**src/rtl/spiLink_defs.svh**
```systemverilog
`ifndef SPILINK_DEFS_SVH
`define SPILINK_DEFS_SVH

// --------------------------------------------------
// Master role timing
// --------------------------------------------------

// System clocks per half SCK period
`define SPI_DIV_RATIO 4

// System clocks MOSI waits after an SCK fall
`define SPI_HOLD_CYCLES 2

// --------------------------------------------------
// Slave role and data widths
// --------------------------------------------------

// Flip-flop stages on every incoming pin
`define SPI_SYNC_DEPTH 3

// Slave word and master byte widths
`define SPI_WORD_BITS 32
`define SPI_BYTE_BITS 8

`endif

```
**src/rtl/spiLinkPkg.sv**
```systemverilog
`include "spiLink_defs.svh"

package spiLinkPkg;

	// Phase of a slave frame
	typedef enum logic [1:0]
	{
		stAddr = 2'd0,
		stCmd  = 2'd1,
		stData = 2'd2
	} slaveStateT;

	// Command field of the header word
	typedef enum logic [2:0]
	{
		cmdNone  = 3'd0,
		cmdRegWr = 3'd1,
		cmdRegRd = 3'd2,
		cmdMemWr = 3'd3,
		cmdMemRd = 3'd4
	} spiCmdT;

	// Slave shift register, read raw or as a command word
	typedef union packed
	{
		logic [`SPI_WORD_BITS-1:0] raw;
		struct packed
		{
			logic [12:0] rsvd;
			spiCmdT      cmd;
			logic [15:0] len;
		} hdr;
	} hdrWordT;

endpackage

```
**src/rtl/spiWireIf.sv**
```systemverilog
`timescale 1ns/1ps

// Internal SPI line bundle, one instance per role
interface spiWireIf;

	// Mode 0 serial clock
	wire sck;
	wire mosi;
	wire miso;
	// Active-low chip select
	wire csN;

	// Slave role listens on clock, data in and select
	modport slave
	(
		input  sck,
		input  mosi,
		input  csN,
		output miso
	);

	// Master role drives clock and data out
	modport master
	(
		output sck,
		output mosi,
		input  miso
	);

	// Pin side, drives whichever lines face its role
	modport pins
	(
		inout sck,
		inout mosi,
		inout miso,
		inout csN
	);

endinterface

```
**src/rtl/spiClkDiv.sv**
```systemverilog
`timescale 1ns/1ps
`include "spiLink_defs.svh"

module spiClkDiv
(
	input  logic iSysClk,
	input  logic arstN,
	output logic divCke
);

	// Counter width, at least one bit
	localparam int cntW = (`SPI_DIV_RATIO > 1) ? $clog2(`SPI_DIV_RATIO) : 1;
	localparam logic [cntW-1:0] cntLast = cntW'(`SPI_DIV_RATIO - 1);

	logic [cntW-1:0] divCnt;

	// Free-running modulo counter
	// One-cycle enable at each wrap
	always_ff @(posedge iSysClk or negedge arstN)
	begin
		if (!arstN)
		begin
			divCnt <= '0;
			divCke <= 1'b0;
		end
		else
		begin
			if (divCnt == cntLast)
				divCnt <= '0;
			else
				divCnt <= divCnt + 1'b1;
			divCke <= (divCnt == cntLast);
		end
	end

endmodule

```
**src/rtl/spiLink.sv**
```systemverilog
`timescale 1ns/1ps
`include "spiLink_defs.svh"

module spiLink
(
	input  logic                      iSysClk,
	input  logic                      arstN,
	// Pins
	input  logic                      msSel,
	input  logic                      sckIn,
	output logic                      sckOut,
	output logic                      sckOe,
	input  logic                      mosiIn,
	output logic                      mosiOut,
	output logic                      mosiOe,
	input  logic                      misoIn,
	output logic                      misoOut,
	output logic                      misoOe,
	input  logic                      csNIn,
	output logic                      csNOut,
	output logic                      csNOe,
	output logic                      roleSlave,
	// Slave side
	input  logic [`SPI_WORD_BITS-1:0] txWord,
	output logic [`SPI_WORD_BITS-1:0] rxWord,
	output logic [`SPI_WORD_BITS-1:0] addr,
	output spiLinkPkg::spiCmdT        cmd,
	output logic [15:0]               dataLen,
	output logic                      wordValid,
	// Master side
	input  logic                      spiEn,
	input  logic                      csNMaster,
	input  logic [`SPI_BYTE_BITS-1:0] txByte,
	output logic [`SPI_BYTE_BITS-1:0] rxByte,
	output logic                      byteDone
);

	logic divCke;

	// One bundle per role
	spiWireIf slvWire();
	spiWireIf mstWire();

	spiClkDiv clkDiv_i
	(
		.iSysClk (iSysClk),
		.arstN   (arstN),
		.divCke  (divCke)
	);

	spiPinMux pinMux_i
	(
		.iSysClk   (iSysClk),
		.arstN     (arstN),
		.msSel     (msSel),
		.sckIn     (sckIn),
		.sckOut    (sckOut),
		.sckOe     (sckOe),
		.mosiIn    (mosiIn),
		.mosiOut   (mosiOut),
		.mosiOe    (mosiOe),
		.misoIn    (misoIn),
		.misoOut   (misoOut),
		.misoOe    (misoOe),
		.csNIn     (csNIn),
		.csNOut    (csNOut),
		.csNOe     (csNOe),
		.csNMaster (csNMaster),
		.slv       (slvWire.pins),
		.mst       (mstWire.pins),
		.roleSlave (roleSlave)
	);

	spiSlaveFrame slaveFrame_i
	(
		.iSysClk   (iSysClk),
		.arstN     (arstN),
		.bus       (slvWire.slave),
		.txWord    (txWord),
		.rxWord    (rxWord),
		.addr      (addr),
		.cmd       (cmd),
		.dataLen   (dataLen),
		.wordValid (wordValid)
	);

	spiMasterByte masterByte_i
	(
		.iSysClk  (iSysClk),
		.arstN    (arstN),
		.spiEn    (spiEn),
		.divCke   (divCke),
		.txByte   (txByte),
		.rxByte   (rxByte),
		.byteDone (byteDone),
		.bus      (mstWire.master)
	);

endmodule

```
**src/rtl/spiMasterByte.sv**
```systemverilog
`timescale 1ns/1ps
`include "spiLink_defs.svh"

module spiMasterByte
(
	input  logic                      iSysClk,
	input  logic                      arstN,
	input  logic                      spiEn,
	input  logic                      divCke,
	input  logic [`SPI_BYTE_BITS-1:0] txByte,
	output logic [`SPI_BYTE_BITS-1:0] rxByte,
	output logic                      byteDone,
	spiWireIf.master                  bus
);

	localparam int byteW   = `SPI_BYTE_BITS;
	localparam int bitCntW = $clog2(`SPI_BYTE_BITS);
	localparam int holdW   = $clog2(`SPI_HOLD_CYCLES + 1);

	logic               sck;
	logic               sckFallNow;
	logic               lastFall;
	logic [bitCntW-1:0] fallCnt;
	logic               holdActive;
	logic [holdW-1:0]   holdCnt;
	logic               holdDone;
	logic [byteW-1:0]   txSh;

	// SCK about to drop this cycle
	assign sckFallNow = spiEn && divCke && sck;
	assign lastFall   = sckFallNow && (fallCnt == bitCntW'(byteW - 1));
	// MOSI moves SPI_HOLD_CYCLES after SCK is low
	assign holdDone   = holdActive && (holdCnt == holdW'(`SPI_HOLD_CYCLES - 1));

	// --------------------------------------------------
	// SCK, fall count, hold timer
	// --------------------------------------------------

	always_ff @(posedge iSysClk or negedge arstN)
	begin
		if (!arstN)
		begin
			sck        <= 1'b0;
			fallCnt    <= '0;
			holdActive <= 1'b0;
			holdCnt    <= '0;
			byteDone   <= 1'b0;
		end
		else
		begin
			// Mode 0, idles low
			if (!spiEn)
				sck <= 1'b0;
			else if (divCke)
				sck <= !sck;

			if (!spiEn)
				fallCnt <= '0;
			else if (sckFallNow)
				fallCnt <= fallCnt + 1'b1;

			// Idle until a fall, active until hold expires
			if (!spiEn)
				holdActive <= 1'b0;
			else if (sckFallNow)
				holdActive <= 1'b1;
			else if (holdDone)
				holdActive <= 1'b0;

			if (!holdActive || holdDone)
				holdCnt <= '0;
			else
				holdCnt <= holdCnt + 1'b1;

			// Eighth fall closes the byte
			byteDone <= lastFall;
		end
	end

	// --------------------------------------------------
	// Data shifters
	// --------------------------------------------------

	always_ff @(posedge iSysClk)
	begin
		// Reload while disabled, shift after each hold
		if (!spiEn)
			txSh <= txByte;
		else if (holdDone)
			txSh <= {txSh[byteW-2:0], 1'b1};

		// MISO in as SCK rises
		if (spiEn && divCke && !sck)
			rxByte <= {rxByte[byteW-2:0], bus.miso};
	end

	assign bus.sck  = sck;
	assign bus.mosi = txSh[byteW-1];

	aDonePulse: assert property (@(posedge iSysClk) disable iff (!arstN)
		byteDone |=> !byteDone)
		else $error("Byte completion held longer than one cycle");

endmodule

```
**src/rtl/spiPinMux.sv**
```systemverilog
`timescale 1ns/1ps
`include "spiLink_defs.svh"

module spiPinMux
(
	input  logic   iSysClk,
	input  logic   arstN,
	input  logic   msSel,
	input  logic   sckIn,
	output logic   sckOut,
	output logic   sckOe,
	input  logic   mosiIn,
	output logic   mosiOut,
	output logic   mosiOe,
	input  logic   misoIn,
	output logic   misoOut,
	output logic   misoOe,
	input  logic   csNIn,
	output logic   csNOut,
	output logic   csNOe,
	input  logic   csNMaster,
	spiWireIf.pins slv,
	spiWireIf.pins mst,
	output logic   roleSlave
);

	localparam int syncD = `SPI_SYNC_DEPTH;

	logic [syncD-1:0] selSh;

	// --------------------------------------------------
	// Role select synchronizer
	// --------------------------------------------------

	// Resets to all ones so the slave role comes up first
	always_ff @(posedge iSysClk or negedge arstN)
	begin
		if (!arstN)
			selSh <= '1;
		else
			selSh <= {selSh[syncD-2:0], msSel};
	end

	assign roleSlave = selSh[syncD-1];

	// --------------------------------------------------
	// Pin direction and routing
	// --------------------------------------------------

	// Slave role drives only MISO and the master role drives the rest
	assign sckOe  = !roleSlave;
	assign mosiOe = !roleSlave;
	assign csNOe  = !roleSlave;
	assign misoOe = roleSlave;

	// Slave view held deselected while mastering
	assign slv.sck  = sckIn;
	assign slv.mosi = mosiIn;
	assign slv.csN  = roleSlave ? csNIn : 1'b1;
	assign misoOut  = slv.miso;

	// Master view with chip select on the same bundle
	assign mst.miso = misoIn;
	assign mst.csN  = csNMaster;
	assign sckOut   = mst.sck;
	assign mosiOut  = mst.mosi;
	assign csNOut   = mst.csN;

endmodule

```
**src/rtl/spiSlaveFrame.sv**
```systemverilog
`timescale 1ns/1ps
`include "spiLink_defs.svh"

module spiSlaveFrame
(
	input  logic                      iSysClk,
	input  logic                      arstN,
	spiWireIf.slave                   bus,
	input  logic [`SPI_WORD_BITS-1:0] txWord,
	output logic [`SPI_WORD_BITS-1:0] rxWord,
	output logic [`SPI_WORD_BITS-1:0] addr,
	output spiLinkPkg::spiCmdT        cmd,
	output logic [15:0]               dataLen,
	output logic                      wordValid
);

	localparam int syncD = `SPI_SYNC_DEPTH;
	localparam int wordW = `SPI_WORD_BITS;
	localparam int cntW  = $clog2(`SPI_WORD_BITS);

	logic [syncD-1:0]       sckSh;
	logic [syncD-1:0]       mosiSh;
	logic [syncD-1:0]       csSh;
	logic                   csHigh;
	logic                   sckRise;
	logic                   sckFall;
	logic                   wordEnd;
	logic                   mosiBit;
	logic [cntW-1:0]        fallCnt;
	spiLinkPkg::slaveStateT state;
	spiLinkPkg::hdrWordT    rxSh;
	logic [wordW-1:0]       txSh;

	// --------------------------------------------------
	// Input synchronizers and edge detect
	// --------------------------------------------------

	// Chip select idles high
	always_ff @(posedge iSysClk or negedge arstN)
	begin
		if (!arstN)
		begin
			sckSh  <= '0;
			mosiSh <= '0;
			csSh   <= '1;
		end
		else
		begin
			sckSh  <= {sckSh[syncD-2:0], bus.sck};
			mosiSh <= {mosiSh[syncD-2:0], bus.mosi};
			csSh   <= {csSh[syncD-2:0], bus.csN};
		end
	end

	assign csHigh  = csSh[syncD-1];
	// Two stable samples after the old level
	assign sckRise = !csHigh && (sckSh[syncD-1 -: 3] == 3'b011);
	assign sckFall = !csHigh && (sckSh[syncD-1 -: 3] == 3'b100);
	// Oldest MOSI sample has settled since the last fall
	assign mosiBit = mosiSh[syncD-1];
	// After 31 falls the next one ends the word
	assign wordEnd = (fallCnt == cntW'(wordW - 1));

	// --------------------------------------------------
	// Frame FSM and header fields
	// --------------------------------------------------

	always_ff @(posedge iSysClk or negedge arstN)
	begin
		if (!arstN)
		begin
			state     <= spiLinkPkg::stAddr;
			fallCnt   <= '0;
			addr      <= '0;
			cmd       <= spiLinkPkg::cmdNone;
			dataLen   <= '0;
			wordValid <= 1'b0;
		end
		else
		begin
			// Address and command words then data until deselect
			if (csHigh)
				state <= spiLinkPkg::stAddr;
			else if (sckFall && wordEnd && state == spiLinkPkg::stAddr)
				state <= spiLinkPkg::stCmd;
			else if (sckFall && wordEnd && state == spiLinkPkg::stCmd)
				state <= spiLinkPkg::stData;

			// Bit count wraps every word
			if (csHigh)
				fallCnt <= '0;
			else if (sckFall)
				fallCnt <= fallCnt + 1'b1;

			// Start address plus one step per data word
			if (sckFall && wordEnd && state == spiLinkPkg::stAddr)
				addr <= rxSh.raw;
			else if (sckFall && wordEnd && state == spiLinkPkg::stData)
				addr <= addr + 1'b1;

			// Command word decode
			if (csHigh)
			begin
				cmd     <= spiLinkPkg::cmdNone;
				dataLen <= '0;
			end
			else if (sckFall && wordEnd && state == spiLinkPkg::stCmd)
			begin
				cmd     <= rxSh.hdr.cmd;
				dataLen <= rxSh.hdr.len;
			end

			wordValid <= sckRise && wordEnd && (state == spiLinkPkg::stData);
		end
	end

	// --------------------------------------------------
	// Receive and reply shifters
	// --------------------------------------------------

	always_ff @(posedge iSysClk)
	begin
		// MOSI in on rising SCK
		if (sckRise)
			rxSh.raw <= {rxSh.raw[wordW-2:0], mosiBit};
		if (sckRise && wordEnd && state == spiLinkPkg::stData)
			rxWord <= {rxSh.raw[wordW-2:0], mosiBit};

		// Reply word held until the data phase with ones shifted in behind it
		if (state != spiLinkPkg::stData)
			txSh <= txWord;
		else if (sckFall)
			txSh <= {txSh[wordW-2:0], 1'b1};
	end

	assign bus.miso = txSh[wordW-1];

	aValidInData: assert property (@(posedge iSysClk) disable iff (!arstN)
		wordValid |-> state == spiLinkPkg::stData)
		else $error("Data word strobe outside the data phase");

	// Select pin high through the synchronizer leaves the header wiped
	aClearOnCs: assert property (@(posedge iSysClk) disable iff (!arstN)
		bus.csN [*syncD + 2] |-> (cmd == spiLinkPkg::cmdNone && dataLen == '0))
		else $error("Header fields kept after chip select rose");

endmodule

```
**config.mk**
```make
export PLATFORM = sky130hd
export DESIGN_NAME = spiLink
export DESIGN_NICKNAME = d
export VERILOG_FILES = /design/src/rtl/spiLinkPkg.sv /design/src/rtl/spiWireIf.sv /design/src/rtl/spiClkDiv.sv /design/src/rtl/spiLink.sv /design/src/rtl/spiMasterByte.sv /design/src/rtl/spiPinMux.sv /design/src/rtl/spiSlaveFrame.sv
export VERILOG_INCLUDE_DIRS = /design/src /design/src/rtl
export SDC_FILE = /design/constraint.sdc
export NUM_CORES = 1
export LEC_CHECK = 0
export BUFFER_PORTS_ARGS = -buffer_cell sky130_fd_sc_hd__buf_2
export CAP_MARGIN = 20
export CORE_AREA = 2 2 123 125
export DETAILED_ROUTE_END_ITERATION = 8
export DIE_AREA = 0 0 125 127
export GPL_ROUTABILITY_DRIVEN = 0
export PLACE_DENSITY_LB_ADDON = 0.25
export SYNTH_ARGS = -nofsm -noshare
export SYNTH_HDL_FRONTEND = slang
export SYNTH_SLANG_ARGS = --single-unit
```
**constraint.sdc**
```tcl
create_clock -name iSysClk -period 6.6 [get_ports iSysClk]
set_input_delay 0.99 -clock iSysClk [delete_from_list [all_inputs] [get_ports iSysClk]]
set_output_delay 0.99 -clock iSysClk [all_outputs]
set_load 0.005 [all_outputs]
```
==> results of run 1 <==
how the worst max path moves through the flow:
stage          depth (start not counted)  slack, ps                                 to
5_1_grt                                5       3520  slaveFrame_i.rxWord[26]$_DFFE_PP_
4_1_cts                                5       3700  slaveFrame_i.rxWord[26]$_DFFE_PP_
6_report                               5       3720  slaveFrame_i.rxWord[26]$_DFFE_PP_
2_1_floorplan                          3       1310   slaveFrame_i.rxWord[0]$_DFFE_PP_
3_3_place_gp                           5       3900  slaveFrame_i.rxWord[29]$_DFFE_PP_
3_5_place_dp                           5       3750  slaveFrame_i.rxWord[29]$_DFFE_PP_
worst max-delay path, delay by kind of cell, from the launching register on:
kind          cells  cell delay, ps
buf+inv           3            1190
simple gates      2             990
flops             1             360
power by group:
part / switching (mW) / leakage (nW) / internal (mW)
combinational: 0.0248 / 1.53 / 0.0293
clock: 0.436 / 0.284 / 0.568
sequential: 0.0120 / 2.17 / 1.30
total: 0.473 / 3.99 / 1.90
state kept, by name, summed over array words and instances (netlist names), 2 cells and up:
name                  cells
masterByte_i.fallCnt      3
slaveFrame_i.dataLen     16
slaveFrame_i.addr        32
slaveFrame_i.txSh        32
masterByte_i.rxByte       8
masterByte_i.holdCnt      2
slaveFrame_i.fallCnt      5
slaveFrame_i.cmd          3
clkDiv_i.divCnt           2
slaveFrame_i.sckSh        3
slaveFrame_i.mosiSh       3
slaveFrame_i.csSh         3
slaveFrame_i.rxSh        32
pinMux_i.selSh            3
masterByte_i.txSh         8
slaveFrame_i.state        2
slaveFrame_i.rxWord      32
cell type report:
class | instances | area share [%]
clock inverters | 13 | 1.41
clock buffers | 19 | 4.70
flip-flops and latches | 194 | 57.6
well taps | 184 | 2.44
repair buffers | 156 | 8.74
multi-input cells | 344 | 24.8
inverters | 9 | 0.359
synth_stat cells, types with 12 or more instances:
cell type  number
edfxtp_1      112
dfrtp_1        76
nand2_1        67
mux2_2         38
nand3_1        25
clkbuf_1       24
o22ai_1        23
a21oi_1        21
nor2_1         21
nand3b_1       19
mux2i_1        14
o21ai_0        12
routing by layer:
metal	GRT usage, %	up-vias	share of wire, %	wire, um
met2	34.8	200	50	8200
met3	4.44	28	5.5	916
met4	9.41	0	2.2	369
li1	-	2445	-	-
met1	27.8	2613	43	7030
met5	0	-	0	0
metrics by stage:
step / setup slack (ps) / hold WS, ps / total power, mW / utilization [%] / instances
2_1_floorplan: 1310 / 331 / 1.36 / - / 577
3_3_place_gp: 3900 / 334 / 1.39 / 61.1 / 886
3_5_place_dp: 3750 / 339 / 1.39 / 61.1 / 886
4_1_cts: 3700 / 354 / 2.39 / 65.1 / 918
5_1_grt: 3520 / 354 / 2.45 / 65.3 / 919
6_report: 3720 / 353 / 2.37 / 65.3 / 919
logic make-up after synthesis:
kind of cell	count (synthesis)	share of synthesized area (%)
AOI/OAI and AO/OA	84	7.10
xor gates and xnor gates	6	0.665
adders and majority gates	7	1.11
buffers and inverters	39	2.06
DFF	194	68.6
muxes	52	7.19
and+or+nand+nor	195	13.2
==> impl_results.md, run 1 <==
* Number of clock buffers inserted by TritonCTS at 17
* Number of buffers added on ports at 148
* Average size of a mapped cell at 13.7 um2
* DRC Markers at 0
* Grt total ovfl at 0
* Register area share after synthesis at 68.6%
* Vias in the first global route at 5394
* HPWL Detailed at 11000 um
* Final Setup Violations at 0
* Tmin final at 2880 ps
* #FFs+latches synth at 194
* Die area at 15900 um2
* Origin of the critical flop-to-flop path: slaveFrame_i.state[1]$_DFFE_PN0P_
* Yosys top cell by area: edfxtp_1
* Design area at 9420 um2
* Die Wd at 125 um
* Pwr dens at 252 nW/um2
* Gate Count Post-Synth at 577
* Initial Utilization at 54.8%
* Nets at 778
* Root buffer cell: clkbuf_16
* Inserted Diodes at 0
* DIE HEIGHT at 127 um
* Count of cells resized by post-cts repair at 0
* Final slew viol count at 0
* Post-Route WL at 16500 um
* H-tree depth at 4
* Distinct cells, synth at 61
* Min-Delay Endpoint: slaveFrame_i.mosiSh[2]$_DFF_PN0_
* Fin Clk Skew at 8.69 ps
* Worst-Margin Slew at 1110 ps
* GRT Util Overall at 21.3%
* Area Overhead vs Synth at 19.3%
* Critical path origin: slaveFrame_i.state[1]$_DFFE_PN0P_
* Initial antenna violation count at 0
* Critical-path top delay cell: and3_1
* DR vias at 5286
* Area used by multi-input combinational logic at 2340 um2
* Post-CTS Hold Buffers at 0
* Most common cell after layout, fill and taps aside: buf_2
* Highest cell delay on the worst timing path at 760 ps
* Drt via density at 5.75
* Final ANT Viol Nets at 0
* CP Launch Type: register
* EDFF count, synth at 112
* Final Hold Fails at 0
* Crit path required time at 6710 ps
* Net Count, Synth at 633
* Post-synth top area share at 42.6%
* Synthesized area at 7900 um2
* TritonRoute pass-1 iters at 7
* Top-Level Pins at 151
* Max_cap viols at 0
* Clk buf depth at 2
* Reg2reg path depth at 5
* Core area at 14400 um2
* Hold Path Depth at 0
* Clk sinks at 194
* Crit-path max FO at 34
* Ys Warns at 0
* Crit path DAT at 2990 ps
* Peak supply drop at 0.000186 V
* Drt wl/cell at 18.0 um
* Reg2Reg Setup Slack at 3720 ps
* RSZ-0062 raised after global routing: no
* Result of the run: complete, no violations
* CTS tree: built
* Filler Cell Count at 1107
* Pin count of the biggest net entering global routing at 83
* Latest clock arrival within the worst-skew pair at 430 ps
* Number of DRC markers in iteration 0 at 575
* Layout cells sized above 1 at 35.0%
* Clk pin slew, worst setup/hold paths at 70 ps
* Max Clk Rate at 0.347 GHz
* Main synth FF type: edfxtp_1
* Setup CP Type: reg -> reg
* Critical path endpoint category: register
* Async SR Flop Fraction at 42.3%
* First-pass GRT wire length at 26800 um
* Max_slew headroom at 25.7%
* RR Endpoint: slaveFrame_i.rxWord[26]$_DFFE_PP_
* Post-CTS setup repair buffer count at 0
* Row cnt at 44
* Top cells by area, synth: edfxtp_1, dfrtp_1, mux2_2
* Reg area at 5420 um2
* Crit-path cells: clkinv_1 -> nor2_2 -> buf_4 -> and3_1 -> buf_4
* Commonest non-fill, non-tap cells in the layout: buf_2, edfxtp_1, dfrtp_1
* Worst Hold Class: reg -> reg
* Fin Setup TNS at 0 ps
* Min-delay src: slaveFrame_i.mosiSh[1]$_DFF_PN0_
* Most Frequent Cell on Critical Path: buf_4
* Static Leak at 3.99 nW
* Fin crit share at 43.6%
* Post-placement cell area at 8820 um2
(Power assumes the default switching activity.)
==> inputs of run 2 (changes only) <==
--- a/config.mk
+++ b/config.mk
@@ -6,11 +6,12 @@
 export SDC_FILE = /design/constraint.sdc
 export NUM_CORES = 1
 export LEC_CHECK = 0
+export ABC_AREA = 1
 export BUFFER_PORTS_ARGS = -buffer_cell sky130_fd_sc_hd__buf_2
 export CAP_MARGIN = 20
-export CORE_AREA = 2 2 123 125
+export CORE_AREA = 2 2 133 135
 export DETAILED_ROUTE_END_ITERATION = 8
-export DIE_AREA = 0 0 125 127
+export DIE_AREA = 0 0 135 137
 export GPL_ROUTABILITY_DRIVEN = 0
 export PLACE_DENSITY_LB_ADDON = 0.25
 export SYNTH_ARGS = -nofsm -noshare
==> constraint.sdc (replaced) <==
create_clock -name iSysClk -period 2.4 [get_ports iSysClk]
set_input_delay 0.36 -clock iSysClk [delete_from_list [all_inputs] [get_ports iSysClk]]
set_output_delay 0.36 -clock iSysClk [all_outputs]
set_load 0.005 [all_outputs]
==> run 2 against run 1 <==
  * Cell area is 5.8% higher
  * Sequential share of layout area decreased by 3.1 points
  * Routed wire length is 9.1% higher
  * Sequential power rose to 2.7 times the previous value
  * Critical path depth rose by 4
  * Cell count increased by 33%
  * Largest power group unchanged
==> impl_results.md, run 2 <==
* TritonRoute pass-1 iters at 5
* Static Leak at 4.57 nW
* Setup CP Type: reg -> reg
* Count leader, synth: nand2_1
* Main synth FF type: edfxtp_1
* Design area at 9960 um2
* Post-Route WL at 18000 um
* Area Overhead vs Synth at 19.1%
* Core area at 17100 um2
* Clk buf depth at 2
* Worst Hold Class: in -> reg
* RSZ-0062 raised after global routing: no
* Post-placement cell area at 9360 um2
* Worst-Margin Slew at 737 ps
* Fin Clk Skew at 9.00 ps
* HPWL Detailed at 12500 um
* P_sw at 1.50 mW
* Grt total ovfl at 0
* Commonest non-fill, non-tap cells in the layout: nand2_1, buf_2, edfxtp_1
* Synth cell count leaders: nand2_1, edfxtp_1, dfrtp_1, nor2_1, inv_1
* Fin crit share at 84.0%
* Final slew viol count at 0
* Max Clk Rate at 0.496 GHz
* Pin count of the biggest net entering global routing at 45
* Reg2Reg Setup Slack at 380 ps
* Crit-path max FO at 17
* #FFs+latches synth at 194
* Clock power share at 42.6%
* Inserted Diodes at 0
* First-pass GRT wire length at 29300 um
* Post-synth top area share at 40.2%
* Most common cell after layout, fill and taps aside: nand2_1
* Crit path required time at 2730 ps
* Peak supply drop at 0.000511 V
* Pwr dens at 656 nW/um2
* DIE HEIGHT at 137 um
* Origin of the critical flop-to-flop path: slaveFrame_i.fallCnt[0]$_DFFE_PN0P_
* Latest clock arrival within the worst-skew pair at 430 ps
* GRT Util Overall at 20.6%
* Sequential fraction of design power at 55.1%
* Final Setup Violations at 0
* H-tree depth at 4
* Vias in the first global route at 5705
* Critical path origin: slaveFrame_i.fallCnt[0]$_DFFE_PN0P_
* Filler Cell Count at 1503
* Root buffer cell: clkbuf_16
* Nets at 1041
* Yosys top cell by area: edfxtp_1
* Final Hold Fails at 0
* Row cnt at 48
* Max_slew headroom at 50.8%
* Layout cells sized above 1 at 24.0%
* Synthesized area at 8370 um2
* EDFF count, synth at 112
* RR Endpoint: slaveFrame_i.addr[2]$_DFFE_PN0P_
* Crit path capture: slaveFrame_i.addr[2]$_DFFE_PN0P_
* Drt via density at 4.95
* Result of the run: complete, no violations
* Async SR Flop Fraction at 42.3%
* Gate Count Post-Synth at 834
* Clk pin slew, worst setup/hold paths at 80 ps
* Number of DRC markers in iteration 0 at 433
* Crit path DAT at 2340 ps
* Ys Warns at 0
* Count of cells resized by post-cts repair at 0
* DR vias at 6048
* Initial antenna violation count at 0
* Die area at 18500 um2
* Top cells by area, synth: edfxtp_1, dfrtp_1, nand2_1
* Reg2reg path depth at 9
* Comb pwr share at 2.3%
* Internal power at 5.04 mW
* CP Launch Type: register
* Number of clock buffers inserted by TritonCTS at 17
* Register area share after synthesis at 64.8%
* Average size of a mapped cell at 10.0 um2
* Tmin final at 2020 ps
* Top-Level Pins at 151
* Critical path endpoint category: register
* Distinct cells, synth at 36
* Net Count, Synth at 890
* Switch share at 22.9%
* Drt wl/cell at 14.7 um
* Final ANT Viol Nets at 0
* DRC Markers at 0
* Die Wd at 135 um
* Initial Utilization at 49.1%
* Max_cap viols at 0
* Clk sinks at 194
* CTS tree: built
* Min Hold Slack at 33.6 ps
* Number of buffers added on ports at 148
==> run 2: changes by cell type in the layout (fill, tap and decap cells not counted), sizes merged, moves of 14 or more <==
cell	before	now
inv	11	81
mux2	38	0
mux2i	14	0
nand2	67	296
nand3	26	65
nand3b	19	2
nor2	21	87
o21ai	13	42
o22ai	23	1
==> run 2: cell families after synthesis <==
kind of cell,share of synthesized area (%)
fa+ha+maj,1.05
flops,64.8
xor+xnor,0.628
compound gates,4.32
simple gates,24.0
buf+inv,5.17
==> run 2: layer usage <==
layer | track usage (%) | vias to the layer above | share of wire (%)
li1 | - | 3020 | -
met1 | 27.3 | 2850 | 45
met2 | 32.7 | 152 | 46
met3 | 5.70 | 26 | 6.6
met4 | 7.99 | 0 | 2.0
met5 | 0 | - | 0
==> run 2: power groups by stage <==
stage	logic [mW]	clock network [mW]	registers (mW)
2_1_floorplan	0.0602	0	3.67
3_3_place_gp	0.150	0	3.68
3_5_place_dp	0.152	0	3.68
4_1_cts	0.155	2.85	3.61
5_1_grt	0.176	2.95	3.61
6_report	0.151	2.78	3.61
==> run 2: layout make-up <==
type	instances	area, um2	share of cell area, %
tap	225	282	2.83
sequential	194	5420	54.4
multi-input combinational	538	2530	25.4
timing repair buffer	161	871	8.74
clock buffer	17	425	4.27
clock inverter	15	156	1.57
inverter	73	274	2.75
==> run 2: critical path, stage by stage (launching register included) <==
cell      delay (ps)
dfrtp_1          390
ha_1             170
nand2_1           70
nor2_1            90
ha_1             220
nand3_2          320
inv_2            370
o211ai_1         130
o21ai_0           90
inv_1             50
==> run 2: repair_timing <==
item,4_1_cts,5_1_grt
setup buffers,0,0
hold buffers,2,0
hold endpoints to repair,40,0
==> run 2: worst min-delay path by stage <==
stage,startpoint,endpoint,cells after the start
final,mosiIn,slaveFrame_i.mosiSh[0]$_DFF_PN0_,1
after CTS,mosiIn,slaveFrame_i.mosiSh[0]$_DFF_PN0_,1
after global placement,slaveFrame_i.mosiSh[0]$_DFF_PN0_,slaveFrame_i.mosiSh[1]$_DFF_PN0_,0
after detailed placement,slaveFrame_i.mosiSh[0]$_DFF_PN0_,slaveFrame_i.mosiSh[1]$_DFF_PN0_,0
after global routing,mosiIn,slaveFrame_i.mosiSh[0]$_DFF_PN0_,1
after floorplan,arstN,clkDiv_i.divCke$_DFF_PN0_,0
==> run 2: stage by stage <==
stage / TNS [ps] / setup WS, ps / util [%] / std cells / power (mW)
after global placement: 0 / 444 / 54.9 / 1189 / 3.83
after floorplan: -13400 / -412 / - / 834 / 3.73
after CTS: 0 / 364 / 58.4 / 1223 / 6.61
final: 0 / 385 / 58.4 / 1223 / 6.54
after global routing: 0 / 75.1 / 58.4 / 1223 / 6.74
after detailed placement: 0 / 375 / 54.9 / 1189 / 3.83
